File: config.mk
export PLATFORM = sky130hd
export DESIGN_NAME = drain_ctrl_top
export DESIGN_NICKNAME = d
export VERILOG_FILES = /design/src/drain_pkg.sv /design/src/drain_ctrl_top.sv /design/src/drain_status_flags.sv /design/src/drain_space_tracker.sv /design/src/drain_cmd_decode.sv
export SDC_FILE = /design/constraint.sdc
export NUM_CORES = 1
export LEC_CHECK = 0
export BUFFER_PORTS_ARGS = -buffer_cell sky130_fd_sc_hd__buf_4
export CAP_MARGIN = 0
export CORE_ASPECT_RATIO = 1.4
export CORE_MARGIN = 2
export CORE_UTILIZATION = 30
export DETAILED_ROUTE_END_ITERATION = 16
export PLACE_DENSITY = 0.54
export SYNTH_ARGS = -nofsm -noshare
export SYNTH_HDL_FRONTEND = slang
export SYNTH_SLANG_ARGS = --single-unit
File: constraint.sdc
create_clock -name axi_aclk -period 3.4 [get_ports axi_aclk]
set_input_delay 0.34 -clock axi_aclk [delete_from_list [all_inputs] [get_ports axi_aclk]]
set_output_delay 0.34 -clock axi_aclk [all_outputs]
set_load 0.05 [all_outputs]
File: src/drain_pkg.sv
package drain_pkg;

    // ----------------------------------------
    // Command opcode
    // ----------------------------------------
    typedef enum logic [1:0] {
        OP_NOP        = 2'd0,   // No operation
        OP_DRAIN      = 2'd1,   // Reserve a burst of beats
        OP_SET_MARGIN = 2'd2,   // Reprogram almost-full / almost-empty margins
        OP_ILLEGAL    = 2'd3    // Flagged as a command error
    } drain_op_e;

    // ----------------------------------------
    // Command word views
    // ----------------------------------------

    // Drain view
    typedef struct packed {
        drain_op_e   op;        // [15:14]
        logic [5:0]  reserved;  // [13:8] don't care
        logic [7:0]  size;      // [7:0] beats to reserve
    } drain_req_t;

    // Configuration view
    typedef struct packed {
        drain_op_e   op;        // [15:14], same spot as drain view
        logic [6:0]  af_margin; // [13:7] almost-full margin
        logic [6:0]  ae_margin; // [6:0] almost-empty margin
    } margin_cfg_t;

    // One 16-bit word, decoded by op
    typedef union packed {
        drain_req_t  drain;
        margin_cfg_t cfg;
    } drain_cmd_t;

    // ----------------------------------------
    // Reset defaults for the margins
    // ----------------------------------------
    localparam logic [6:0] DEFAULT_AF_MARGIN = 7'd1;
    localparam logic [6:0] DEFAULT_AE_MARGIN = 7'd1;

endpackage : drain_pkg
File: src/drain_ctrl_top.sv
`timescale 1ns/1ps

module drain_ctrl_top #(
    parameter int DEPTH = 512                           // Virtual FIFO depth
) (
    input  logic                       axi_aclk,
    input  logic                       reset,

    // Producer side
    input  logic                       wr_valid,        // One-beat strobe
    output logic                       wr_ready,        // Space left

    // Command side
    input  logic                       cmd_valid,
    input  drain_pkg::drain_cmd_t      cmd_word,
    output logic                       drain_grant,     // 2 cycles after command
    output logic                       drain_reject,
    output logic                       cmd_error,       // 1 cycle after command

    // Status
    output logic [$clog2(DEPTH):0]     data_available,
    output logic                       wr_almost_full,
    output logic                       rd_empty,
    output logic                       rd_almost_empty
);

    localparam int OW = $clog2(DEPTH) + 1;

    // ----------------------------------------
    // Internal wiring
    // ----------------------------------------
    logic          drain_req;       // Decode -> tracker
    logic [7:0]    drain_size;
    logic          margin_load;     // Decode -> status
    logic [6:0]    af_margin;
    logic [6:0]    ae_margin;
    logic [OW-1:0] occupancy;       // Tracker -> status

    // Command word decode
    drain_cmd_decode u_decode (
        .axi_aclk    (axi_aclk),
        .reset       (reset),
        .cmd_valid   (cmd_valid),
        .cmd_word    (cmd_word),
        .drain_req   (drain_req),
        .drain_size  (drain_size),
        .margin_load (margin_load),
        .af_margin   (af_margin),
        .ae_margin   (ae_margin),
        .cmd_error   (cmd_error)
    );

    // Occupancy and drain arbitration
    drain_space_tracker #(
        .DEPTH (DEPTH)
    ) u_tracker (
        .axi_aclk     (axi_aclk),
        .reset        (reset),
        .wr_valid     (wr_valid),
        .wr_ready     (wr_ready),
        .drain_req    (drain_req),
        .drain_size   (drain_size),
        .occupancy    (occupancy),
        .drain_grant  (drain_grant),
        .drain_reject (drain_reject)
    );

    // Margins and flags
    drain_status_flags #(
        .DEPTH (DEPTH)
    ) u_status (
        .axi_aclk        (axi_aclk),
        .reset           (reset),
        .occupancy       (occupancy),
        .margin_load     (margin_load),
        .af_margin       (af_margin),
        .ae_margin       (ae_margin),
        .data_available  (data_available),
        .wr_almost_full  (wr_almost_full),
        .rd_empty        (rd_empty),
        .rd_almost_empty (rd_almost_empty)
    );

endmodule : drain_ctrl_top

File: src/drain_status_flags.sv
`timescale 1ns/1ps

module drain_status_flags #(
    parameter int DEPTH = 512               // Virtual FIFO depth in beats
) (
    input  logic                       axi_aclk,
    input  logic                       reset,
    input  logic [$clog2(DEPTH):0]     occupancy,          // From tracker
    input  logic                       margin_load,        // From decode
    input  logic [6:0]                 af_margin,
    input  logic [6:0]                 ae_margin,
    output logic [$clog2(DEPTH):0]     data_available,     // Registered occupancy
    output logic                       wr_almost_full,
    output logic                       rd_empty,
    output logic                       rd_almost_empty
);

    localparam int OW = $clog2(DEPTH) + 1;  // Occupancy width
    localparam int CW = OW + 8;             // Room for occupancy plus margin

    // ----------------------------------------
    // Margin registers
    // ----------------------------------------
    logic [6:0] af_q;
    logic [6:0] ae_q;

    always_ff @(posedge axi_aclk) begin
        if (reset) begin
            af_q <= drain_pkg::DEFAULT_AF_MARGIN;
            ae_q <= drain_pkg::DEFAULT_AE_MARGIN;
        end else if (margin_load) begin
            af_q <= af_margin;
            ae_q <= ae_margin;
        end
    end

    // New margins apply on the load edge itself
    logic [6:0] af_eff;
    logic [6:0] ae_eff;

    assign af_eff = margin_load ? af_margin : af_q;
    assign ae_eff = margin_load ? ae_margin : ae_q;

    // ----------------------------------------
    // Flag compares
    // ----------------------------------------
    logic [CW-1:0] occ_wide;
    logic          af_hit;
    logic          ae_hit;
    logic          empty_hit;

    assign occ_wide = CW'(occupancy);

    always_comb begin
        // occ >= DEPTH - af, rearranged to stay non-negative
        af_hit    = (occ_wide + CW'(af_eff)) >= CW'(DEPTH);
        ae_hit    = occ_wide <= CW'(ae_eff);
        empty_hit = (occupancy == '0);
    end

    // ----------------------------------------
    // Registered status
    // ----------------------------------------
    always_ff @(posedge axi_aclk) begin
        if (reset) begin
            data_available  <= '0;
            wr_almost_full  <= 1'b0;
            rd_empty        <= 1'b1;    // Nothing stored out of reset
            rd_almost_empty <= 1'b1;
        end else begin
            data_available  <= occupancy;   // One edge behind tracker
            wr_almost_full  <= af_hit;
            rd_empty        <= empty_hit;
            rd_almost_empty <= ae_hit;
        end
    end

endmodule : drain_status_flags

File: src/drain_space_tracker.sv
`timescale 1ns/1ps

module drain_space_tracker #(
    parameter int DEPTH = 512               // Virtual FIFO depth in beats
) (
    input  logic                       axi_aclk,
    input  logic                       reset,
    input  logic                       wr_valid,       // One-beat write strobe
    output logic                       wr_ready,       // Not full
    input  logic                       drain_req,      // From decode
    input  logic [7:0]                 drain_size,     // Beats requested
    output logic [$clog2(DEPTH):0]     occupancy,      // Beats present
    output logic                       drain_grant,    // Reservation accepted
    output logic                       drain_reject    // Reservation refused
);

    localparam int OW = $clog2(DEPTH) + 1;  // Occupancy width
    localparam int CW = OW + 8;             // Compare width, no overflow

    // ----------------------------------------
    // Local signals
    // ----------------------------------------
    logic [OW-1:0] occ_q;           // Occupancy register
    logic [OW-1:0] occ_next;
    logic [OW-1:0] drain_amt;       // Beats removed this edge
    logic [CW-1:0] size_wide;
    logic [CW-1:0] occ_wide;
    logic          full;
    logic          wr_beat;         // Accepted write beat
    logic          drain_fits;      // Size within occupancy
    logic          drain_ok;        // Granted this edge

    // ----------------------------------------
    // Write side
    // ----------------------------------------
    assign full     = (occ_wide >= CW'(DEPTH));
    assign wr_ready = !full;
    assign wr_beat  = wr_valid && wr_ready;     // Counts only when ready

    // ----------------------------------------
    // Drain check
    // ----------------------------------------
    // Both sides zero-extended so a 255 request can't wrap
    assign size_wide = CW'(drain_size);
    assign occ_wide  = CW'(occ_q);

    // Compared against occupancy before this edge's write beat
    always_comb begin
        drain_fits = (size_wide != '0) && (size_wide <= occ_wide);
        drain_ok   = drain_req && drain_fits;
    end

    // Only taken when granted, then size fits in OW bits
    assign drain_amt = drain_ok ? OW'(drain_size) : '0;

    // ----------------------------------------
    // Occupancy update
    // ----------------------------------------
    always_comb begin
        occ_next = occ_q;
        if (wr_beat) begin
            occ_next = occ_next + OW'(1);   // Single-beat fill
        end
        occ_next = occ_next - drain_amt;    // Never underflows, see check
    end

    always_ff @(posedge axi_aclk) begin
        if (reset) begin
            occ_q <= '0;
        end else begin
            occ_q <= occ_next;
        end
    end

    assign occupancy = occ_q;

    // ----------------------------------------
    // Grant / reject pulses
    // ----------------------------------------
    always_ff @(posedge axi_aclk) begin
        if (reset) begin
            drain_grant  <= 1'b0;
            drain_reject <= 1'b0;
        end else begin
            drain_grant  <= drain_ok;
            drain_reject <= drain_req && !drain_fits;   // Zero or too big
        end
    end

endmodule : drain_space_tracker

File: src/drain_cmd_decode.sv
`timescale 1ns/1ps

module drain_cmd_decode (
    input  logic                 axi_aclk,
    input  logic                 reset,
    input  logic                 cmd_valid,      // One-cycle command strobe
    input  drain_pkg::drain_cmd_t cmd_word,      // Raw command word
    output logic                 drain_req,      // To tracker
    output logic [7:0]           drain_size,
    output logic                 margin_load,    // To status block
    output logic [6:0]           af_margin,
    output logic [6:0]           ae_margin,
    output logic                 cmd_error       // Illegal opcode seen
);

    // ----------------------------------------
    // Input capture stage (edge N)
    // ----------------------------------------
    logic                  cmd_valid_q;
    drain_pkg::drain_cmd_t cmd_word_q;

    always_ff @(posedge axi_aclk) begin
        if (reset) begin
            cmd_valid_q <= 1'b0;
        end else begin
            cmd_valid_q <= cmd_valid;
        end
    end

    always_ff @(posedge axi_aclk) begin
        cmd_word_q <= cmd_word;         // Payload, qualified by cmd_valid_q
    end

    // ----------------------------------------
    // Opcode decode
    // ----------------------------------------
    logic is_drain, is_margin, is_illegal;

    always_comb begin
        is_drain   = 1'b0;
        is_margin  = 1'b0;
        is_illegal = 1'b0;
        // Op lines up in both views, drain view used to pick
        case (cmd_word_q.drain.op)
            drain_pkg::OP_DRAIN:      is_drain   = cmd_valid_q;
            drain_pkg::OP_SET_MARGIN: is_margin  = cmd_valid_q;
            drain_pkg::OP_ILLEGAL:    is_illegal = cmd_valid_q;
            default: ;                  // OP_NOP, nothing to do
        endcase
    end

    // ----------------------------------------
    // Output stage (edge N+1)
    // ----------------------------------------
    always_ff @(posedge axi_aclk) begin
        if (reset) begin
            drain_req   <= 1'b0;
            margin_load <= 1'b0;
            cmd_error   <= 1'b0;
        end else begin
            drain_req   <= is_drain;
            margin_load <= is_margin;
            cmd_error   <= is_illegal;
        end
    end

    // Decoded fields ride along with the strobes
    always_ff @(posedge axi_aclk) begin
        drain_size <= cmd_word_q.drain.size;    // Reserved bits ignored
        af_margin  <= cmd_word_q.cfg.af_margin;
        ae_margin  <= cmd_word_q.cfg.ae_margin;
    end

endmodule : drain_cmd_decode

==> reports/metrics.cfg, run 1 <==
[outcome]
status = complete, no violations

[clocking]
clk_path_buf_depth = 2
path_clk_slew_ns = 0.06
cts_hold_buf = 0
cts_tree = yes
cts_sinks = 73
cts_buffers = 9
clk_latency_ns = 0.34
root_buffer = clkbuf_16
htreeDepth = 3

[final_layout]
final_util_pct = 40.29
fin_cells = 494
design_area_um2 = 3989
area_delta_synth_final_pct = 30.44
nets = 408
drive_gt1_share_pct = 27.30
diodes = 0
fill_cells = 1025
seqCellArea_um2 = 1463
multi_input_area_um2 = 1549

[power]
vdd_drop_max_mv = 0.3334
power_density_nw_per_um2 = 773.6
p_sw_mw = 1.025
p_int_mw = 2.061
clkPwrFrac_pct = 32.4
leakage_nw = 1.715
switching_share_pct = 33.22
power_frac_comb_pct = 34.7
sequentialPowerShare_pct = 32.9

[timing]
fmax_mhz = 303.8
rsz0062_at_grt = true
fin_worst_skew_ns = 0.005985
setup_viol = 0
hold_viol_final = 0
final_max_slew_viol_count = 0
min_period_ns = 3.292
holdWs_ns = 0.1026
post-route-period-util_pct = 96.83
worst_slew_pin_slew_ns = 0.5612
max-slew-margin-rel_pct = 62.24

[route]
dr.pass1.iters = 4
wl_per_cell_um = 13.56
drcViolationCount = 0
drt_iter0_drc = 129
num_vias = 2260
vias_per_cell = 4.575
postRouteAntennaNets = 0
wl_um = 6699

[floorplan]
rows = 43
core_area_um2 = 9899
die_w_um = 89.33
io_pins = 37
dieHeight_um = 123.5
fp.dieArea_um2 = 11030
initial_core_util_pct = 30.89

[placed_design]
placed_area_um2 = 3615
dp_hpwl_um = 5119
portBuffers = 36
gp_congestion = 0.8796
placed_cells = 477

[global_routing]
grt_pass1_wl_um = 10960
grt_max_degree = 43
grt_overflow = 0
grt.total_usage_pct = 13.63
first_global_vias = 2314
antenna_found_initial = 0

[critical_path]
critical_path.max_fanout = 5
rr_startpoint = u_tracker.occupancy[5]
r2r-end = u_tracker.occupancy[6]
cpMaxStageDelayCell = or3b_4
rr_worst_depth = 16
setup.worst_path.class = register to register
r2r_setup_slack_ns = 0.11
cp.arrival_ns = 3.50
cpLargestDelayFamily = compound AO/OA/AOI/OAI gates
worst_ep_required_time_ns = 3.61
crit_chain = inv_1 > ha_1 > a211o_1 > a21oi_2 > a2111oi_2 > buf_4 > a221oi_4 > buf_6 > and2_4 > ha_2 > fa_2 > nor2b_4 > o2111ai_2 > or3b_4 > xnor2_2 > nor2_1
start_kind = register
cp_num_buf_inv = 3
critPathMaxStageDelay_ns = 0.42
worstSetupEndpointType = register

[synthesis]
synth_cell_types = 49
synth_warnings = 0
synth.largest_area_cell = dfxtp_1
post-synth-top-count-cell = dfxtp_1
postSynthCellCount = 294
ys_seq_area_share_pct = 47.79
netlist_top_cells_area = dfxtp_1 (48%), ha_1 (13%), nor2_1 (3.6%)
synth_seq_cells = 73
synthTopCellsByCount = dfxtp_1 (73), ha_1 (32), nor2_1 (29)
synthArstFlopShare_pct = 0
synth_top_area_share_pct = 47.79
ys.flop_type = dfxtp_1
synth_nets = 348
syn_avg_cell_area_um2 = 10.40
synth-edff-count = 0
syn-cell-area_um2 = 3058

[worst_hold_path]
min_to = u_decode.cmd_word_q[8]
min_path_cells = 1
hp-start = cmd_word[8]
hold_path.class = primary input to register

[flow_run]
max_cap_viol_count = 0

what timing repair did:
item / in CTS / in global routing
pin swaps: 0 / 6
endpoints found under the hold margin: 0 / 0
gates resized for setup: 2 / 10
buffers inserted: 0 / 1
gates cloned: 0 / 0
setup endpoints to repair: 1 / 3
worst max-delay path by stage:
| stage | startpoint | end | slack (ns) | cells past startpoint |
|---|---|---|---|---|
| 4_1_cts | u_tracker.occupancy[5] | u_tracker.occupancy[6] | 0.009 | 15 |
| 3_5_place_dp | u_tracker.occupancy[7] | u_tracker.occupancy[8] | -0.02 | 15 |
| 3_3_place_gp | u_tracker.occupancy[5] | u_tracker.occupancy[6] | 0.09 | 15 |
| 5_1_grt | u_tracker.occupancy[3] | u_tracker.occupancy[8] | -0.06 | 16 |
| 2_1_floorplan | u_tracker.occupancy[5] | u_tracker.occupancy[6] | 0.16 | 14 |
| 6_report | u_tracker.occupancy[5] | u_tracker.occupancy[6] | 0.11 | 16 |
cell families after synthesis:
| group | Yosys count | synth area share [%] |
|---|---|---|
| xor+xnor | 12 | 3.437 |
| flops | 73 | 47.79 |
| compound gates | 41 | 10.07 |
| buf+inv | 23 | 2.905 |
| fa+ha+maj | 34 | 14.40 |
| mux | 14 | 4.869 |
| simple gates | 97 | 16.53 |
metrics by stage:
step	setup slack [ns]	setup TNS (ns)	power [mW]
2_1_floorplan	0.1582	0	1.831
3_3_place_gp	0.09396	0	2.055
3_5_place_dp	-0.02483	-0.02483	2.054
4_1_cts	0.008825	0	3.074
5_1_grt	-0.05744	-0.08446	3.279
6_report	0.1079	0	3.086
registers in the layout, indices dropped and copies added, names as in the netlist, 7 cells and up:
register and cells:
u_status.af_q 7, u_decode.drain_size 7, u_decode.cmd_word_q 16, u_decode.af_margin 7
u_tracker.occupancy 10, u_status.ae_q 7, u_status.data_available 10
power groups by stage:
stage / clock, mW / combinational, mW / sequential [mW]
global placement: 0 / 1.02 / 1.03
finish: 1.00 / 1.07 / 1.01
floorplan: 0 / 0.677 / 1.15
detailed placement: 0 / 1.02 / 1.03
global route: 1.06 / 1.19 / 1.03
CTS: 1.03 / 1.03 / 1.01
final cells by class:
type	instances	area share (%)
inverter	15	1.412
clock inverter	6	2.290
clock buffer	10	5.740
sequential	73	36.67
timing repair buffer	57	10.82
tap	135	4.235
multi-input combinational	198	38.83
cell usage in the layout, fill, tap and decap left out, types with 2 or more instances in the layout:
| cell type | count |
|---|---|
| nand4_1 | 4 |
| nor2b_1 | 14 |
| nand3_1 | 4 |
| bufinv_16 | 2 |
| or2_2 | 3 |
| nor3_1 | 6 |
| a21oi_1 | 8 |
| and4_1 | 3 |
| nor2_1 | 29 |
| clkbuf_16 | 9 |
| o31ai_1 | 3 |
| a21o_1 | 2 |
| clkinv_4 | 2 |
| xnor2_1 | 8 |
| mux2_2 | 7 |
| and3_1 | 2 |
| o211ai_1 | 2 |
| dfxtp_1 | 72 |
| buf_4 | 56 |
| nand2_1 | 17 |
| mux2i_1 | 7 |
| inv_1 | 15 |
| o21ai_0 | 6 |
| nor4_1 | 4 |
| o21a_1 | 6 |
| ha_1 | 31 |
| xor2_1 | 3 |
layer usage:
| layer | up-vias | part of all wire, % | GRT usage, % |
|---|---|---|---|
| met2 | 44 | 49 | 21.48 |
| li1 | 1145 | - | - |
| met1 | 1047 | 42 | 15.74 |
| met4 | 0 | 4.7 | 8.862 |
| met3 | 24 | 4.4 | 4.139 |
| met5 | - | 0 | 0 |
No activity file was read; power rests on OpenSTA's default activity.
==> run 2: changes to the inputs <==
==> constraint.sdc (replaced) <==
create_clock -name axi_aclk -period 3.4 [get_ports axi_aclk]
set_input_delay 0.17 -clock axi_aclk [delete_from_list [all_inputs] [get_ports axi_aclk]]
set_output_delay 0.17 -clock axi_aclk [all_outputs]
set_load 0.05 [all_outputs]
==> run 2 against run 1 <==
Compared with the run above: global-route usage grew 0.31 points; total power grew 0.51%; clock skew is essentially flat; register-to-register slack is essentially flat; setup slack is essentially flat; final cell count grew 3.2%; critical path depth is the same; clock power is essentially flat; combinational power is essentially flat; clock-buffer cell count is the same; sequential cell count is the same; largest power group unchanged.
==> reports/metrics.cfg, run 2 (synthesis results as in run 1) <==
[final_layout]
multi_input_area_um2 = 1549
drive_gt1_share_pct = 26.13
layout_common_cells = dfxtp_1 (72), buf_4 (56), ha_1 (31)
diodes = 0
seqCellArea_um2 = 1463
final_common_cell = dfxtp_1
largest_register_ffs = 16
area_delta_synth_final_pct = 35.68
regMostFlops = u_decode.cmd_word_q
fill_cells = 1014
nets = 424

[critical_path]
critical_path.max_fanout = 5
cp_num_buf_inv = 3
cpLargestDelayFamily = compound AO/OA/AOI/OAI gates
critPathMaxStageDelay_ns = 0.42
cp.arrival_ns = 3.50
cpMaxStageDelayCell = or3b_4
worst_ep_required_time_ns = 3.61
worstSetupEndpointType = register
crit_chain = inv_1 > ha_1 > a211o_1 > a21oi_2 > a2111oi_2 > buf_4 > a221oi_4 > buf_6 > and2_4 > ha_2 > fa_2 > nor2b_4 > o2111ai_2 > or3b_4 > xnor2_2 > nor2_1
start_kind = register
setup.worst_path.class = register to register

[clocking]
root_buffer = clkbuf_16
clk_latency_ns = 0.34
cts_buffers = 9
htreeDepth = 3
cts_sinks = 73
clk_path_buf_depth = 2
cts_tree = yes
path_clk_slew_ns = 0.06

[global_routing]
grt_pass1_wl_um = 11250
antenna_found_initial = 0
grt_max_degree = 43
first_global_vias = 2389
grt.total_usage_pct = 13.95
grt_overflow = 0

[placed_design]
gp_congestion = 0.8796
dp_hpwl_um = 5119
portBuffers = 36

[timing]
hold_viol_final = 0
post-route-period-util_pct = 96.83
fin_worst_skew_ns = 0.005787
timing.setup.tns_ns = 0
min_period_ns = 3.292
fmax_mhz = 303.7
holdWs_ns = 0.04436
setup_viol = 0
max-slew-margin-rel_pct = 62.19
final_max_slew_viol_count = 0
rsz0062_at_grt = true
worst_slew_pin_slew_ns = 0.5619

[route]
postRouteAntennaNets = 0
vias_per_cell = 4.553
dr.pass1.iters = 4
drt_iter0_drc = 153
drcViolationCount = 0
num_vias = 2322
wl_per_cell_um = 13.37
wl_um = 6819

[power]
leakage_nw = 1.782
power_density_nw_per_um2 = 747.6
vdd_drop_max_mv = 0.3337

[floorplan]
initial_core_util_pct = 30.89
io_pins = 37
core_area_um2 = 9899
rows = 43
dieHeight_um = 123.5
fp.dieArea_um2 = 11030
die_w_um = 89.33

[outcome]
status = complete, no violations

[worst_hold_path]
hold_path.class = primary input to register

[flow_run]
max_cap_viol_count = 0

run 2: where the power goes:
| group | total (mW) | internal, mW | leakage, nW | switching, mW |
|---|---|---|---|---|
| Combinational | 1.09 | 0.472 | 1.02 | 0.615 |
| Clock | 1.00 | 0.645 | 0.157 | 0.355 |
| Sequential | 1.01 | 0.955 | 0.605 | 0.0583 |
| Total | 3.10 | 2.07 | 1.78 | 1.03 |
run 2: area by class of cell:
class | instances | share of cell area (%)
Multi-Input combinational cell | 198 | 37.33
Clock buffer | 10 | 5.519
Inverter | 15 | 1.357
Tap cell | 135 | 4.071
Clock inverter | 6 | 2.201
Timing Repair Buffer | 73 | 14.26
Sequential cell | 73 | 35.25
run 2: routing by layer:
layer | GRT usage, % | vias to the layer above | share of wire [%] | wire [um]
li1 | - | 1175 | - | -
met3 | 4.139 | 22 | 3.9 | 266
met1 | 15.87 | 1083 | 42 | 2896
met4 | 8.862 | 0 | 4.4 | 297
met2 | 22.41 | 42 | 49 | 3358
met5 | 0 | - | 0 | 0
run 2: final timing paths:
check / from / endpoint / slack [ns] / depth (start not counted)
setup / recovery: u_tracker.occupancy[5] / u_tracker.occupancy[6] / 0.11 / 16
hold / removal: cmd_valid / u_decode.cmd_valid_q / 0.04 / 2
setup reg to reg: u_tracker.occupancy[5] / u_tracker.occupancy[6] / 0.11 / 16
hold reg to reg: u_decode.cmd_word_q[0] / u_decode.drain_size[0] / 0.32 / 0
run 2: worst register-to-register path: cells and delay by family, from the launching register on:
kind / cells / cell delay (ns)
adders and majority gates: 3 / 0.71
buffers and inverters: 3 / 0.36
DFF: 1 / 0.32
and+or+nand+nor: 4 / 0.65
xor gates and xnor gates: 1 / 0.14
AOI/OAI and AO/OA: 5 / 0.99
run 2: metrics by stage:
stage	instance area (um2)	instances	total power [mW]	utilization, %	worst slack, ns
floorplan	3058	294	1.831	-	0.1582
global placement	3615	477	2.055	36.51	0.09396
detailed placement	3615	477	2.054	36.51	-0.02483
CTS	4099	509	3.088	41.41	0.008825
global route	4149	510	3.295	41.91	-0.05744
finish	4149	510	3.102	41.91	0.1078
run 2: what timing repair did:
item / in CTS / in global routing
resized for setup: 2 / 10
pin swaps: 0 / 6
buffers inserted: 0 / 1
hold buffers: 16 / 0
endpoints found under the setup margin: 1 / 3
endpoints found under the hold margin: 16 / 0
